<file path="config.mk">
export PLATFORM = sky130hd
export DESIGN_NAME = dzMicrocodeCore
export DESIGN_NICKNAME = d
export VERILOG_FILES = /design/src/dzMicrocodePkg.sv /design/src/uopLink.sv /design/src/microcodeSequencer.sv /design/src/uopQueue.sv /design/src/uopExecutor.sv /design/src/dzMicrocodeCore.sv
export SDC_FILE = /design/constraint.sdc
export NUM_CORES = 1
export LEC_CHECK = 0
export BUFFER_PORTS_ARGS = -buffer_cell sky130_fd_sc_hd__buf_2
export CORE_ASPECT_RATIO = 0.75
export CORE_MARGIN = 3
export CORE_UTILIZATION = 62
export DETAILED_ROUTE_END_ITERATION = 7
export PLACE_DENSITY = 0.81
export RECOVER_POWER = 50
export SLEW_MARGIN = 0
export SYNTH_ARGS = -nofsm -noshare
export SYNTH_HDL_FRONTEND = slang
export SYNTH_SLANG_ARGS = --single-unit
</file>
<file path="constraint.sdc">
create_clock -name clk -period 4.5 [get_ports clk]
set_input_delay 0.45 -clock clk [delete_from_list [all_inputs] [get_ports clk]]
set_output_delay 0.45 -clock clk [all_outputs]
set_load 0.005 [all_outputs]
</file>
<file path="src/dzMicrocodePkg.sv">
package dzMicrocodePkg;

	////////////////////
	// Sizes
	////////////////////
	localparam int dataWidth = 8;
	localparam int pcWidth = 16;
	localparam int flowIdxWidth = 6;
	localparam int queueDepth = 4;
	localparam int queuePtrWidth = $clog2(queueDepth);
	localparam int numRegs = 7;

	// Flow start rows in the microcode ROM
	localparam logic [flowIdxWidth-1:0] flowDefault = 6'd0;
	localparam logic [flowIdxWidth-1:0] flowNop = 6'd1;
	localparam logic [flowIdxWidth-1:0] flowLdRn = 6'd2;
	localparam logic [flowIdxWidth-1:0] flowIncR = 6'd4;
	localparam logic [flowIdxWidth-1:0] flowDecR = 6'd5;
	localparam logic [flowIdxWidth-1:0] flowAddR = 6'd6;
	localparam logic [flowIdxWidth-1:0] flowSubR = 6'd9;

	////////////////////
	// Micro-op fields
	////////////////////
	typedef enum logic [2:0] {
		op,
		inc,
		incEof,
		incEofFu,
		updateFlags
	} flowCtl_e;

	typedef enum logic [2:0] {
		nop,
		srm,
		inc8,
		dec8,
		sx16r,
		srx16,
		addx16,
		subx16
	} uopOp_e;

	typedef enum logic [2:0] {
		regA,
		regB,
		regC,
		regD,
		regE,
		regH,
		regL,
		regNull
	} regSel_e;

	typedef struct packed {
		flowCtl_e flowCtl;
		uopOp_e operation;
		regSel_e operand;
		logic [dataWidth-1:0] literal;
	} uop_s;

	// Kept opcodes, standard encodings
	typedef enum logic [7:0] {
		opNop = 8'h00,
		opLdBn = 8'h06, opLdCn = 8'h0E, opLdDn = 8'h16, opLdEn = 8'h1E,
		opLdHn = 8'h26, opLdLn = 8'h2E, opLdAn = 8'h3E,
		opIncB = 8'h04, opIncC = 8'h0C, opIncD = 8'h14, opIncE = 8'h1C,
		opIncH = 8'h24, opIncL = 8'h2C, opIncA = 8'h3C,
		opDecB = 8'h05, opDecC = 8'h0D, opDecD = 8'h15, opDecE = 8'h1D,
		opDecH = 8'h25, opDecL = 8'h2D, opDecA = 8'h3D,
		opAddB = 8'h80, opAddC = 8'h81, opAddD = 8'h82, opAddE = 8'h83,
		opAddH = 8'h84, opAddL = 8'h85, opAddA = 8'h87,
		opSubB = 8'h90, opSubC = 8'h91, opSubD = 8'h92, opSubE = 8'h93,
		opSubH = 8'h94, opSubL = 8'h95, opSubA = 8'h97
	} opcode_e;

	// Last micro-op of a flow
	function automatic logic isEndOfFlow(flowCtl_e ctl);
		return (ctl == incEof) || (ctl == incEofFu);
	endfunction

	// Micro-op moves the PC forward by one
	function automatic logic stepsPc(flowCtl_e ctl);
		return (ctl == inc) || (ctl == incEof) || (ctl == incEofFu);
	endfunction

endpackage

</file>
<file path="src/uopLink.sv">
`timescale 1ns/10ps

interface uopLink ();

	dzMicrocodePkg::uop_s uop;
	logic push;
	logic full;
	logic pop;
	logic empty;
	// Oldest micro-op held by the queue
	dzMicrocodePkg::uop_s head;

	modport writer (
		output uop,
		output push,
		input full
	);

	modport reader (
		output pop,
		input head,
		input empty
	);

	modport store (
		input uop,
		input push,
		input pop,
		output full,
		output empty,
		output head
	);

endinterface

</file>
<file path="src/microcodeSequencer.sv">
`timescale 1ns/10ps

module microcodeSequencer (
	input logic clk,
	input logic arstN,
	input logic issue,
	input logic [7:0] opcode,
	input logic [7:0] literal,
	output logic ready,
	uopLink.writer uopOut
);

	typedef enum logic {
		seqIdle,
		seqRun
	} seqState_e;

	seqState_e state;
	logic [dzMicrocodePkg::flowIdxWidth-1:0] flowAddr;
	logic [dzMicrocodePkg::flowIdxWidth-1:0] flowStart;
	logic [dzMicrocodePkg::dataWidth-1:0] literalHold;
	dzMicrocodePkg::regSel_e opReg;
	dzMicrocodePkg::regSel_e opRegHold;
	dzMicrocodePkg::flowCtl_e romCtl;
	dzMicrocodePkg::uopOp_e romOp;
	dzMicrocodePkg::regSel_e romReg;
	dzMicrocodePkg::regSel_e uopReg;

	// Register field of the opcode, (HL) has no register here
	function automatic dzMicrocodePkg::regSel_e gbReg(logic [2:0] code);
		case (code)
			3'd0: return dzMicrocodePkg::regB;
			3'd1: return dzMicrocodePkg::regC;
			3'd2: return dzMicrocodePkg::regD;
			3'd3: return dzMicrocodePkg::regE;
			3'd4: return dzMicrocodePkg::regH;
			3'd5: return dzMicrocodePkg::regL;
			3'd7: return dzMicrocodePkg::regA;
			default: return dzMicrocodePkg::regNull;
		endcase
	endfunction

	////////////////////
	// Opcode to flow
	////////////////////
	always_comb
	begin
		flowStart = dzMicrocodePkg::flowDefault;
		opReg = gbReg(opcode[5:3]);
		case (opcode)
			dzMicrocodePkg::opNop:
				flowStart = dzMicrocodePkg::flowNop;
			dzMicrocodePkg::opLdBn, dzMicrocodePkg::opLdCn, dzMicrocodePkg::opLdDn,
			dzMicrocodePkg::opLdEn, dzMicrocodePkg::opLdHn, dzMicrocodePkg::opLdLn,
			dzMicrocodePkg::opLdAn:
				flowStart = dzMicrocodePkg::flowLdRn;
			dzMicrocodePkg::opIncB, dzMicrocodePkg::opIncC, dzMicrocodePkg::opIncD,
			dzMicrocodePkg::opIncE, dzMicrocodePkg::opIncH, dzMicrocodePkg::opIncL,
			dzMicrocodePkg::opIncA:
				flowStart = dzMicrocodePkg::flowIncR;
			dzMicrocodePkg::opDecB, dzMicrocodePkg::opDecC, dzMicrocodePkg::opDecD,
			dzMicrocodePkg::opDecE, dzMicrocodePkg::opDecH, dzMicrocodePkg::opDecL,
			dzMicrocodePkg::opDecA:
				flowStart = dzMicrocodePkg::flowDecR;
			dzMicrocodePkg::opAddB, dzMicrocodePkg::opAddC, dzMicrocodePkg::opAddD,
			dzMicrocodePkg::opAddE, dzMicrocodePkg::opAddH, dzMicrocodePkg::opAddL,
			dzMicrocodePkg::opAddA:
			begin
				flowStart = dzMicrocodePkg::flowAddR;
				opReg = gbReg(opcode[2:0]);
			end
			dzMicrocodePkg::opSubB, dzMicrocodePkg::opSubC, dzMicrocodePkg::opSubD,
			dzMicrocodePkg::opSubE, dzMicrocodePkg::opSubH, dzMicrocodePkg::opSubL,
			dzMicrocodePkg::opSubA:
			begin
				flowStart = dzMicrocodePkg::flowSubR;
				opReg = gbReg(opcode[2:0]);
			end
			default: ;
		endcase
	end

	////////////////////
	// Microcode ROM
	////////////////////
	// Operand regNull stands for the register named by the opcode
	always_comb
	begin
		romCtl = dzMicrocodePkg::incEof;
		romOp = dzMicrocodePkg::nop;
		romReg = dzMicrocodePkg::regNull;
		case (flowAddr)
			dzMicrocodePkg::flowLdRn:
				romCtl = dzMicrocodePkg::inc;
			dzMicrocodePkg::flowLdRn + 1:
				romOp = dzMicrocodePkg::srm;
			dzMicrocodePkg::flowIncR:
			begin
				romCtl = dzMicrocodePkg::incEofFu;
				romOp = dzMicrocodePkg::inc8;
			end
			dzMicrocodePkg::flowDecR:
			begin
				romCtl = dzMicrocodePkg::incEofFu;
				romOp = dzMicrocodePkg::dec8;
			end
			dzMicrocodePkg::flowAddR, dzMicrocodePkg::flowSubR:
			begin
				romCtl = dzMicrocodePkg::op;
				romOp = dzMicrocodePkg::sx16r;
				romReg = dzMicrocodePkg::regA;
			end
			dzMicrocodePkg::flowAddR + 1:
			begin
				romCtl = dzMicrocodePkg::updateFlags;
				romOp = dzMicrocodePkg::addx16;
			end
			dzMicrocodePkg::flowSubR + 1:
			begin
				romCtl = dzMicrocodePkg::updateFlags;
				romOp = dzMicrocodePkg::subx16;
			end
			dzMicrocodePkg::flowAddR + 2, dzMicrocodePkg::flowSubR + 2:
			begin
				romOp = dzMicrocodePkg::srx16;
				romReg = dzMicrocodePkg::regA;
			end
			// Default and NOP rows advance the PC only
			default: ;
		endcase
	end

	assign uopReg = (romReg == dzMicrocodePkg::regNull && romOp != dzMicrocodePkg::nop) ?
		opRegHold : romReg;
	assign uopOut.uop = '{romCtl, romOp, uopReg, literalHold};
	assign uopOut.push = (state == seqRun) && !uopOut.full;
	assign ready = (state == seqIdle);

	// Flow walker
	always_ff @(posedge clk or negedge arstN)
	begin
		if (!arstN)
		begin
			state <= seqIdle;
			flowAddr <= '0;
		end
		else if (state == seqIdle)
		begin
			if (issue)
			begin
				state <= seqRun;
				flowAddr <= flowStart;
			end
		end
		else if (uopOut.push)
		begin
			if (dzMicrocodePkg::isEndOfFlow(romCtl))
				state <= seqIdle;
			else
				flowAddr <= flowAddr + 1'b1;
		end
	end

	// Instruction payload captured at issue
	always_ff @(posedge clk)
	begin
		if (issue && ready)
		begin
			literalHold <= literal;
			opRegHold <= opReg;
		end
	end

endmodule

</file>
<file path="src/uopQueue.sv">
`timescale 1ns/10ps

module uopQueue (
	input logic clk,
	input logic arstN,
	uopLink.store inSide,
	uopLink.store outSide
);

	dzMicrocodePkg::uop_s entries [dzMicrocodePkg::queueDepth];
	logic [dzMicrocodePkg::queuePtrWidth-1:0] wrPtr;
	logic [dzMicrocodePkg::queuePtrWidth-1:0] rdPtr;
	logic [dzMicrocodePkg::queuePtrWidth:0] count;
	logic full;
	logic empty;
	logic doPush;
	logic doPop;

	assign full = (count == dzMicrocodePkg::queueDepth);
	assign empty = (count == '0);
	assign doPop = outSide.pop && !empty;
	// A pop frees the head slot in the same cycle
	assign doPush = inSide.push && (!full || doPop);

	// Both sides see the same levels and head
	assign inSide.full = full;
	assign outSide.full = full;
	assign inSide.empty = empty;
	assign outSide.empty = empty;
	assign inSide.head = entries[rdPtr];
	assign outSide.head = entries[rdPtr];

	always_ff @(posedge clk or negedge arstN)
	begin
		if (!arstN)
		begin
			wrPtr <= '0;
			rdPtr <= '0;
			count <= '0;
		end
		else
		begin
			if (doPush)
				wrPtr <= wrPtr + 1'b1;
			if (doPop)
				rdPtr <= rdPtr + 1'b1;
			case ({doPush, doPop})
				2'b10: count <= count + 1'b1;
				2'b01: count <= count - 1'b1;
				default: ;
			endcase
		end
	end

	always_ff @(posedge clk)
	begin
		if (doPush)
			entries[wrPtr] <= inSide.uop;
	end

endmodule

</file>
<file path="src/uopExecutor.sv">
`timescale 1ns/10ps

module uopExecutor (
	input logic clk,
	input logic arstN,
	uopLink.reader uopIn,
	input dzMicrocodePkg::regSel_e readSel,
	output logic [7:0] readData,
	output logic zeroFlag,
	output logic carryFlag,
	output logic [15:0] pc,
	output logic retire
);

	dzMicrocodePkg::uop_s cur;
	logic [dzMicrocodePkg::dataWidth-1:0] regFile [dzMicrocodePkg::numRegs];
	logic [dzMicrocodePkg::dataWidth-1:0] srcReg;
	logic [dzMicrocodePkg::dataWidth-1:0] byteResult;
	logic [dzMicrocodePkg::dataWidth-1:0] regWriteData;
	logic [dzMicrocodePkg::pcWidth-1:0] scratch;
	logic [dzMicrocodePkg::pcWidth-1:0] srcWide;
	logic [dzMicrocodePkg::pcWidth-1:0] scratchResult;
	logic regWrite;
	logic doPop;

	// One micro-op per cycle whenever one is waiting
	assign doPop = !uopIn.empty;
	assign uopIn.pop = doPop;
	assign cur = uopIn.head;

	////////////////////
	// Operand read
	////////////////////
	always_comb
	begin
		readData = '0;
		if (readSel != dzMicrocodePkg::regNull)
			readData = regFile[readSel];
		srcReg = '0;
		if (cur.operand != dzMicrocodePkg::regNull)
			srcReg = regFile[cur.operand];
		srcWide = '0;
		srcWide[dzMicrocodePkg::dataWidth-1:0] = srcReg;
	end

	////////////////////
	// Datapath
	////////////////////
	always_comb
	begin
		byteResult = (cur.operation == dzMicrocodePkg::dec8) ? srcReg - 1'b1 : srcReg + 1'b1;
		// Bit 8 is the carry for add, the borrow for subtract
		scratchResult = (cur.operation == dzMicrocodePkg::subx16) ?
			scratch - srcWide : scratch + srcWide;
		regWrite = 1'b0;
		regWriteData = cur.literal;
		case (cur.operation)
			dzMicrocodePkg::srm:
				regWrite = 1'b1;
			dzMicrocodePkg::inc8, dzMicrocodePkg::dec8:
			begin
				regWrite = 1'b1;
				regWriteData = byteResult;
			end
			dzMicrocodePkg::srx16:
			begin
				regWrite = 1'b1;
				regWriteData = scratch[dzMicrocodePkg::dataWidth-1:0];
			end
			default: ;
		endcase
		if (!doPop || cur.operand == dzMicrocodePkg::regNull)
			regWrite = 1'b0;
	end

	always_ff @(posedge clk or negedge arstN)
	begin
		if (!arstN)
		begin
			for (int i = 0; i < dzMicrocodePkg::numRegs; i++)
				regFile[i] <= '0;
			scratch <= '0;
			zeroFlag <= 1'b0;
			carryFlag <= 1'b0;
			pc <= '0;
			retire <= 1'b0;
		end
		else
		begin
			retire <= doPop && dzMicrocodePkg::isEndOfFlow(cur.flowCtl);
			if (regWrite)
				regFile[cur.operand] <= regWriteData;
			if (doPop)
			begin
				if (dzMicrocodePkg::stepsPc(cur.flowCtl))
					pc <= pc + 1'b1;
				if (cur.operation == dzMicrocodePkg::sx16r)
					scratch <= srcWide;
				else if (cur.operation == dzMicrocodePkg::addx16 ||
					cur.operation == dzMicrocodePkg::subx16)
					scratch <= scratchResult;
				// INC and DEC touch only the zero flag
				if (cur.flowCtl == dzMicrocodePkg::incEofFu)
					zeroFlag <= (byteResult == '0);
				if (cur.flowCtl == dzMicrocodePkg::updateFlags)
				begin
					zeroFlag <= (scratchResult[dzMicrocodePkg::dataWidth-1:0] == '0);
					carryFlag <= scratchResult[dzMicrocodePkg::dataWidth];
				end
			end
		end
	end

endmodule

</file>
<file path="src/dzMicrocodeCore.sv">
`timescale 1ns/10ps

module dzMicrocodeCore (
	input logic clk,
	input logic arstN,
	input logic issue,
	input logic [7:0] opcode,
	input logic [7:0] literal,
	output logic ready,
	output logic retire,
	input dzMicrocodePkg::regSel_e readSel,
	output logic [7:0] readData,
	output logic zeroFlag,
	output logic carryFlag,
	output logic [15:0] pc
);

	uopLink seqToQueue ();
	uopLink queueToExec ();

	// Unused directions of each link
	assign seqToQueue.pop = 1'b0;
	assign queueToExec.push = 1'b0;
	assign queueToExec.uop = '0;

	microcodeSequencer sequencer (
		.clk(clk),
		.arstN(arstN),
		.issue(issue),
		.opcode(opcode),
		.literal(literal),
		.ready(ready),
		.uopOut(seqToQueue.writer)
	);

	uopQueue queue (
		.clk(clk),
		.arstN(arstN),
		.inSide(seqToQueue.store),
		.outSide(queueToExec.store)
	);

	uopExecutor executor (
		.clk(clk),
		.arstN(arstN),
		.uopIn(queueToExec.reader),
		.readSel(readSel),
		.readData(readData),
		.zeroFlag(zeroFlag),
		.carryFlag(carryFlag),
		.pc(pc),
		.retire(retire)
	);

endmodule

</file>
; ---- Yosys cells after proc, flatten, opt, wreduce, memory -nomap -nowiden
; Memory sizes are Yosys's and may differ from the RTL's.
; Index checks and enable logic that the tools add are counted.
[totals]
inputBits = 22
ramBits = 68
memories = 1
regBits = 116
out_inout_bits = 28
[memory_table]
columns = memory, words, width, read_ports, rd_ports_with_merged_regs, wr, line_no
row1 = queue.entries, 4, 17, 1, 0, 1, uopQueue.sv:10  ; dzMicrocodePkg::uop_s entries [dzMicrocodePkg::queueDepth];
[op_classes]
n_eq_ne = 79
n_reduce_logical = 44
muxes = 39
magnitude_cmp = 3
addsub = 10
n_bitwise = 4
[op_table]
columns = cell, count
row1 = $eq A8 B8 Y1 const B, 14
row2 = $eq A8 B6 Y1 const B, 9
row3 = $mux W8, 8
row4 = $pmux W3 S7, 3
row5 = $bwmux W56, 1
row6 = $bmux W8 S3, 2
row7 = $eq A8 B5 Y1 const B, 6
row8 = $mux W16, 3
row9 = $eq A3 B3 Y1 const B, 14
row10 = $reduce_or A7 Y1, 5
row11 = $eq A3 B2 Y1 const B, 10
row12 = $demux W8 S3, 1
row13 = $eq A6 B3 Y1 const B, 4
row14 = $eq A6 B4 Y1 const B, 4
row15 = $eq A8 B3 Y1 const B, 3
row16 = $eq A8 B4 Y1 const B, 3
row17 = $logic_not A8 Y1, 3
row18 = $mux W6, 4
row19 = $pmux W4 S6, 1
row20 = $add A16 B1 Y16 const B, 1
row21 = $add A16 B8 Y16, 1
row22 = $pmux W8 S2, 1
row23 = $sub A16 B8 Y16, 1
row24 = $reduce_or A14 Y1, 1
row25 = 31 further kinds, 76

; ---- Longest topological paths before layout
; An unclocked memory read counts as a cell.
[logic_depth]
depth_word = 11
ltp_mapped = 20
ltp_nobuf = 17

; ---- Cells and area by module
; From an unflattened synthesis, not the netlist that was laid out.
[unflattened]
hier_cells = 875
area_unflattened_um2 = 9853.2
[by_module_without_submodules]
columns = mod, instances, area_each_um2, cells_per_inst
row1 = uopExecutor, 1, 5539.1, 598
row2 = uopQueue, 1, 3090.5, 154
row3 = microcodeSequencer, 1, 1219.9, 122
row4 = dzMicrocodeCore, 1, 3.8, 1

; ---- Worst setup path after synthesis
; OpenSTA, ideal clock, no wires.
[synth_path]
path_kind = register -> register
start = register queue.rdPtr[0] (netlist bit)
end = register executor.zeroFlag
arrival_ps = 3870
slack_ps = 566
t_required_ps = 4436
setup_ps = 64
stages_incl_launch_ff = 20
cell_sequence = dfrtp_1 > buf_6 > mux4_2 > buf_6 > buf_4 > inv_1 > a2bb2oi_1 > o221ai_1 > ha_1 > nand2b_1 > xnor2_1 > ha_1 > nor2b_1 > o21ai_0 > a21oi_1 > o21ai_0 > nor2b_1 > xnor2_1 > o41ai_1 > a31o_2
[synth_via]
elab_chain_cells = 11
[synth_lines]
columns = item, line_no
row1 = from (decl), uopQueue.sv:12  ; logic [dzMicrocodePkg::queuePtrWidth-1:0] rdPtr;
row2 = from (signal assigned), uopQueue.sv:46  ; rdPtr <= rdPtr + 1'b1;
row3 = $mem_v2 Z4 W17 (*), -
row4 = $not A3 Y4 (implied by the code), uopExecutor.sv:41  ; srcReg = regFile[cur.operand];
row5 = $bmux W8 S3, uopExecutor.sv:41
row6 = $mux W8 (implied by the code) (2 in a row), uopExecutor.sv:41
row7 = $mux W8, uopExecutor.sv:40  ; if (cur.operand != dzMicrocodePkg::regNull)
row8 = $add A8 B1 Y8 or $sub A8 B1 Y8 (tied branches), uopExecutor.sv:51  ; byteResult = (cur.operation == dzMicrocodePkg::dec8) ? srcReg - 1'b1 : srcReg + 1'b1;
row9 = $mux W8, uopExecutor.sv:51
row10 = $logic_not A8 Y1, uopExecutor.sv:104  ; zeroFlag <= (byteResult == '0);
row11 = $mux W1, uopExecutor.sv:103  ; if (cur.flowCtl == dzMicrocodePkg::incEofFu)
row12 = $mux W1, uopExecutor.sv:105  ; if (cur.flowCtl == dzMicrocodePkg::updateFlags)
row13 = to (signal assigned), uopExecutor.sv:104
row14 = to (signal assigned), uopExecutor.sv:107  ; zeroFlag <= (scratchResult[dzMicrocodePkg::dataWidth-1:0] == '0);
row15 = to (decl), uopExecutor.sv:9  ; output logic zeroFlag,
; Mark *: on every way between the ends. The rest lies on a longest branch, timed or not. The select of a mux whose other input is x is not followed.
; A chain may end at the register's enable or synchronous reset.

; ---- Final worst setup path
[layout_path]
start = register queue.rdPtr[0] (netlist bit)
end = register executor.regFile[7] (netlist bit)
[layout_via]
elab_chain_cells = 10
[layout_lines]
columns = item, line_no
row1 = $mem_v2 Z4 W17 (*), -
row2 = $not A3 Y4 (implied by the code), "uopExecutor.sv:41, uopExecutor.sv:92"
row3 = $bmux W8 S3, uopExecutor.sv:41
row4 = $mux W8 (implied by the code) (2 in a row), uopExecutor.sv:41
row5 = $mux W8, uopExecutor.sv:40
row6 = $add A8 B1 Y8 or $sub A8 B1 Y8 (tied branches), uopExecutor.sv:51
row7 = $mux W8, uopExecutor.sv:51
row8 = $pmux W8 S2, uopExecutor.sv:57  ; case (cur.operation)
row9 = $bwmux W56, uopExecutor.sv:92  ; regFile[cur.operand] <= regWriteData;
row10 = "to (signal, indexed assignment)", uopExecutor.sv:92
row11 = to (decl), uopExecutor.sv:16  ; logic [dzMicrocodePkg::dataWidth-1:0] regFile [dzMicrocodePkg::numRegs];
; Marks and branches as above.

==> results.sh <==
export IMPL_outcome="complete, but fails checks"
export IMPL_violated_checks="capacitance limit, slew limit"
export IMPL_fillCellCount=934
export IMPL_multi_input_comb_area_sq_um=4460
export IMPL_cp_cell_sequence="mux4_2 -> buf_4 -> mux2_4 -> o21ai_2 -> a2bb2oi_4 -> inv_1 -> ha_1 -> a21oi_1 -> o21bai_1 -> a21o_1 -> a21oi_1 -> o31ai_1 -> xnor2_1 -> o21ai_2 -> mux2_2"
export IMPL_gp_routability_congestion=1.00
export IMPL_avgViaCountPerCell=6.37
export IMPL_h_tree_depth=4
export IMPL_endpoint_kind="flip-flop"
export IMPL_drt_antenna_violating_nets=0
export IMPL_final_period_utilization=0.947
export IMPL_worstSetupPathType="flip-flop to flip-flop"
export IMPL_regArea_sq_um=4830
export IMPL_report_final_hold_viol_count=0
export IMPL_clkLatencyLatePin_ns=0.43
export IMPL_synth_cells_most_frequent="sky130_fd_sc_hd__dfrtp_1, sky130_fd_sc_hd__edfxtp_1, sky130_fd_sc_hd__mux2_2, sky130_fd_sc_hd__nand2_1, sky130_fd_sc_hd__a21oi_1"
export IMPL_die_w_um=149
export IMPL_cp_max_fo=11
export IMPL_post_dp_hpwl_mm=15.1
export IMPL_area_growth_from_synthesis_to_layout_pct=11.9
export IMPL_drt_iter0_markers=680
export IMPL_antenna_cells_inserted=0
export IMPL_grt_antenna_before_repair=0
export IMPL_route_vias_total=6718
export IMPL_drt_total_wl_mm=21.5
export IMPL_syn_avg_cell_area_sq_um=12.3
export IMPL_firstDrtPassIters=5
export IMPL_worst_hold_path_type="primary input to flip-flop"
export IMPL_design_final_nets=892
export IMPL_fmax_achieved_mhz=235
export IMPL_count_of_port_buffers_added_during_placement=49
export IMPL_cp_arrival_ns=4.58
export IMPL_maxSlewViolCount=60
export IMPL_synthesis_nets=828
export IMPL_synth_seq_cells=177
export IMPL_design_portCount=50
export IMPL_yosys_area_top_type_share=0.257
export IMPL_grt_start_max_net_pins=60
export IMPL_yosys_cell_types_count=71
export IMPL_core_rowCount=38
export IMPL_yosysMostFrequentCell="sky130_fd_sc_hd__dfrtp_1"
export IMPL_tritoncts="built"
export IMPL_synth_async_sr_flop_share=0.554
export IMPL_postSynth_topFlopCell="sky130_fd_sc_hd__dfrtp_1"
export IMPL_rsz0062_at_grt="false"
export IMPL_cp_data_required_time_ns=4.82
export IMPL_drive_above_1_share=0.257
export IMPL_final_period_minus_worst_setup_slack_ns=4.26
export IMPL_initial_utilization=0.646
export IMPL_remaining_routing_drc_violations=0
export IMPL_final_area_sq_um=10700
export IMPL_cts_root_to_sink_buffers=2
export IMPL_cts_reportedPaths_clkPinSlew_ns=0.07
export IMPL_clock_sinks=177
export IMPL_cts_buffers_inserted=17
export IMPL_relSlewSlack=-1.23
export IMPL_synth_cell_area_sq_um=9550
export IMPL_placed_area_sq_um=10000
export IMPL_grt_first_pass_wirelength_mm=35.2
export IMPL_vias_in_the_first_global_route=6696
export IMPL_overflow=0
export IMPL_design_core_area_sq_um=14800
export IMPL_timing_max_cap_violations=1
export IMPL_final_number_of_setup_violating_endpoints=0
export IMPL_post_drt_wl_per_cell_um=20.4
export IMPL_synth_sequential_area_ratio=0.505
export IMPL_library_cell_contributing_the_largest_single_delay_on_the_critical_path="sky130_fd_sc_hd__mux4_2"
export IMPL_die_h_um=113
export IMPL_ys_warn_count=0
export IMPL_clk_root_buffer_cell="sky130_fd_sc_hd__clkbuf_16"
export IMPL_post_synth_main_area_contributors="sky130_fd_sc_hd__dfrtp_1, sky130_fd_sc_hd__edfxtp_1, sky130_fd_sc_hd__mux2_2"
export IMPL_design_die_area_sq_um=16900
export IMPL_critPathMaxStageDelay_ns=0.65
export IMPL_yosysTopAreaCell="sky130_fd_sc_hd__dfrtp_1"
export IMPL_grt_use_total=0.265
export IMPL_post_synth_inst_count=778
export IMPL_worst_pin_slew_ns=3.34
export IMPL_worstSetupStartpointType="flip-flop"
export IMPL_clock_skew_final_ns=0.0119
export IMPL_synth_enable_flop_cells=79
export IMPL_final_setup_tns_ns=0
-- final timing paths --
| path | slack [ns] | start | depth (start not counted) | end |
|---|---|---|---|---|
| worst max-delay path | 0.24 | queue.rdPtr[0] | 15 | executor.regFile[7] |
| worst min-delay path | 0.20 | literal[6] | 1 | sequencer.literalHold[6] |
| worst max register to register | 0.24 | queue.rdPtr[0] | 15 | executor.regFile[7] |
| worst min register to register | 0.48 | executor.pc[15] | 1 | executor.pc[15] |
| max in group asynchronous | 1.01 | arstN | 2 | sequencer.flowAddr[1] |
| min in group asynchronous | 1.13 | arstN | 1 | executor.regFile[20] |
-- flip-flops by register name, summed over array words and instances (netlist names), 2 cells and up --
signal,flops
queue.entries,68
executor.regFile,56
executor.pc,16
executor.scratch,9
sequencer.literalHold,8
sequencer.flowAddr,6
queue.count,3
sequencer.opRegHold,3
queue.rdPtr,2
queue.wrPtr,2
-- cell type report --
type	instances	share of cell area
clock buffers	19	0.0445
clock inverters	13	0.0103
inverters	32	0.0112
multi-input cells	537	0.417
flip-flops and latches	177	0.452
well taps	200	0.0234
repair buffers	77	0.0413
-- through the flow --
step           setup WS (ns)   util  cells  hold WS, ns
2_1_floorplan          0.566      -    778        0.154
3_3_place_gp           0.249  0.678   1015        0.461
3_5_place_dp          0.0461  0.678   1015        0.462
4_1_cts                0.105  0.718   1047        0.124
5_1_grt               0.0172  0.722   1055        0.176
6_report               0.238  0.722   1055        0.198
-- kinds of logic after synthesis --
| group | count (synthesis) | share of synthesized area |
|---|---|---|
| AOI/OAI and AO/OA | 150 | 0.106 |
| xor gates and xnor gates | 39 | 0.0358 |
| adders and majority gates | 28 | 0.0390 |
| buffers and inverters | 64 | 0.0300 |
| DFF | 177 | 0.505 |
| muxes | 127 | 0.176 |
| and+or+nand+nor | 193 | 0.108 |
-- what timing repair did --
action,in CTS,in global routing
buffers inserted,0,8
endpoints found under the setup margin,1,18
hold buffers,0,0
resized for setup,1,8
-- routing by layer --
layer | vias to the layer above | track usage | wire (um)
met4 | 0 | 0.0720 | 315
met1 | 3372 | 0.376 | 9490
met3 | 28 | 0.0596 | 1530
met2 | 286 | 0.421 | 10200
met5 | - | 0 | 0
li1 | 3032 | - | -
-- layout by cell type (no fill, tap or decap), types with 8 or more instances in the layout --
cell type                   count
sky130_fd_sc_hd__o21ai_0       30
sky130_fd_sc_hd__nand2b_1       8
sky130_fd_sc_hd__clkbuf_16     19
sky130_fd_sc_hd__mux2_2        70
sky130_fd_sc_hd__buf_4         24
sky130_fd_sc_hd__a21oi_1       39
sky130_fd_sc_hd__ha_1          25
sky130_fd_sc_hd__nor3_1         9
sky130_fd_sc_hd__nor2_1        32
sky130_fd_sc_hd__nand3_1       22
sky130_fd_sc_hd__xnor2_1       26
sky130_fd_sc_hd__dfrtp_1       97
sky130_fd_sc_hd__nor2b_1       20
sky130_fd_sc_hd__nand2_1       51
sky130_fd_sc_hd__buf_2         40
sky130_fd_sc_hd__a22oi_1        8
sky130_fd_sc_hd__mux2i_1       29
sky130_fd_sc_hd__clkbuf_1      10
sky130_fd_sc_hd__mux4_2        25
sky130_fd_sc_hd__inv_1         31
sky130_fd_sc_hd__a211oi_1       9
sky130_fd_sc_hd__o22ai_1        9
sky130_fd_sc_hd__xor2_1        13
sky130_fd_sc_hd__nor3b_1       10
sky130_fd_sc_hd__edfxtp_1      79
-- critical path, delay by kind of cell (launching register included) --
family                     cells  cell delay, ns
muxes                          3            1.26
buffers and inverters          2            0.34
AOI/OAI and AO/OA              8            1.49
xor gates and xnor gates       1            0.27
DFF                            1            0.44
adders and majority gates      1            0.34
Power is not shown: default switching activity piles up to over one toggle a cycle in this logic, so the estimate is an artifact.
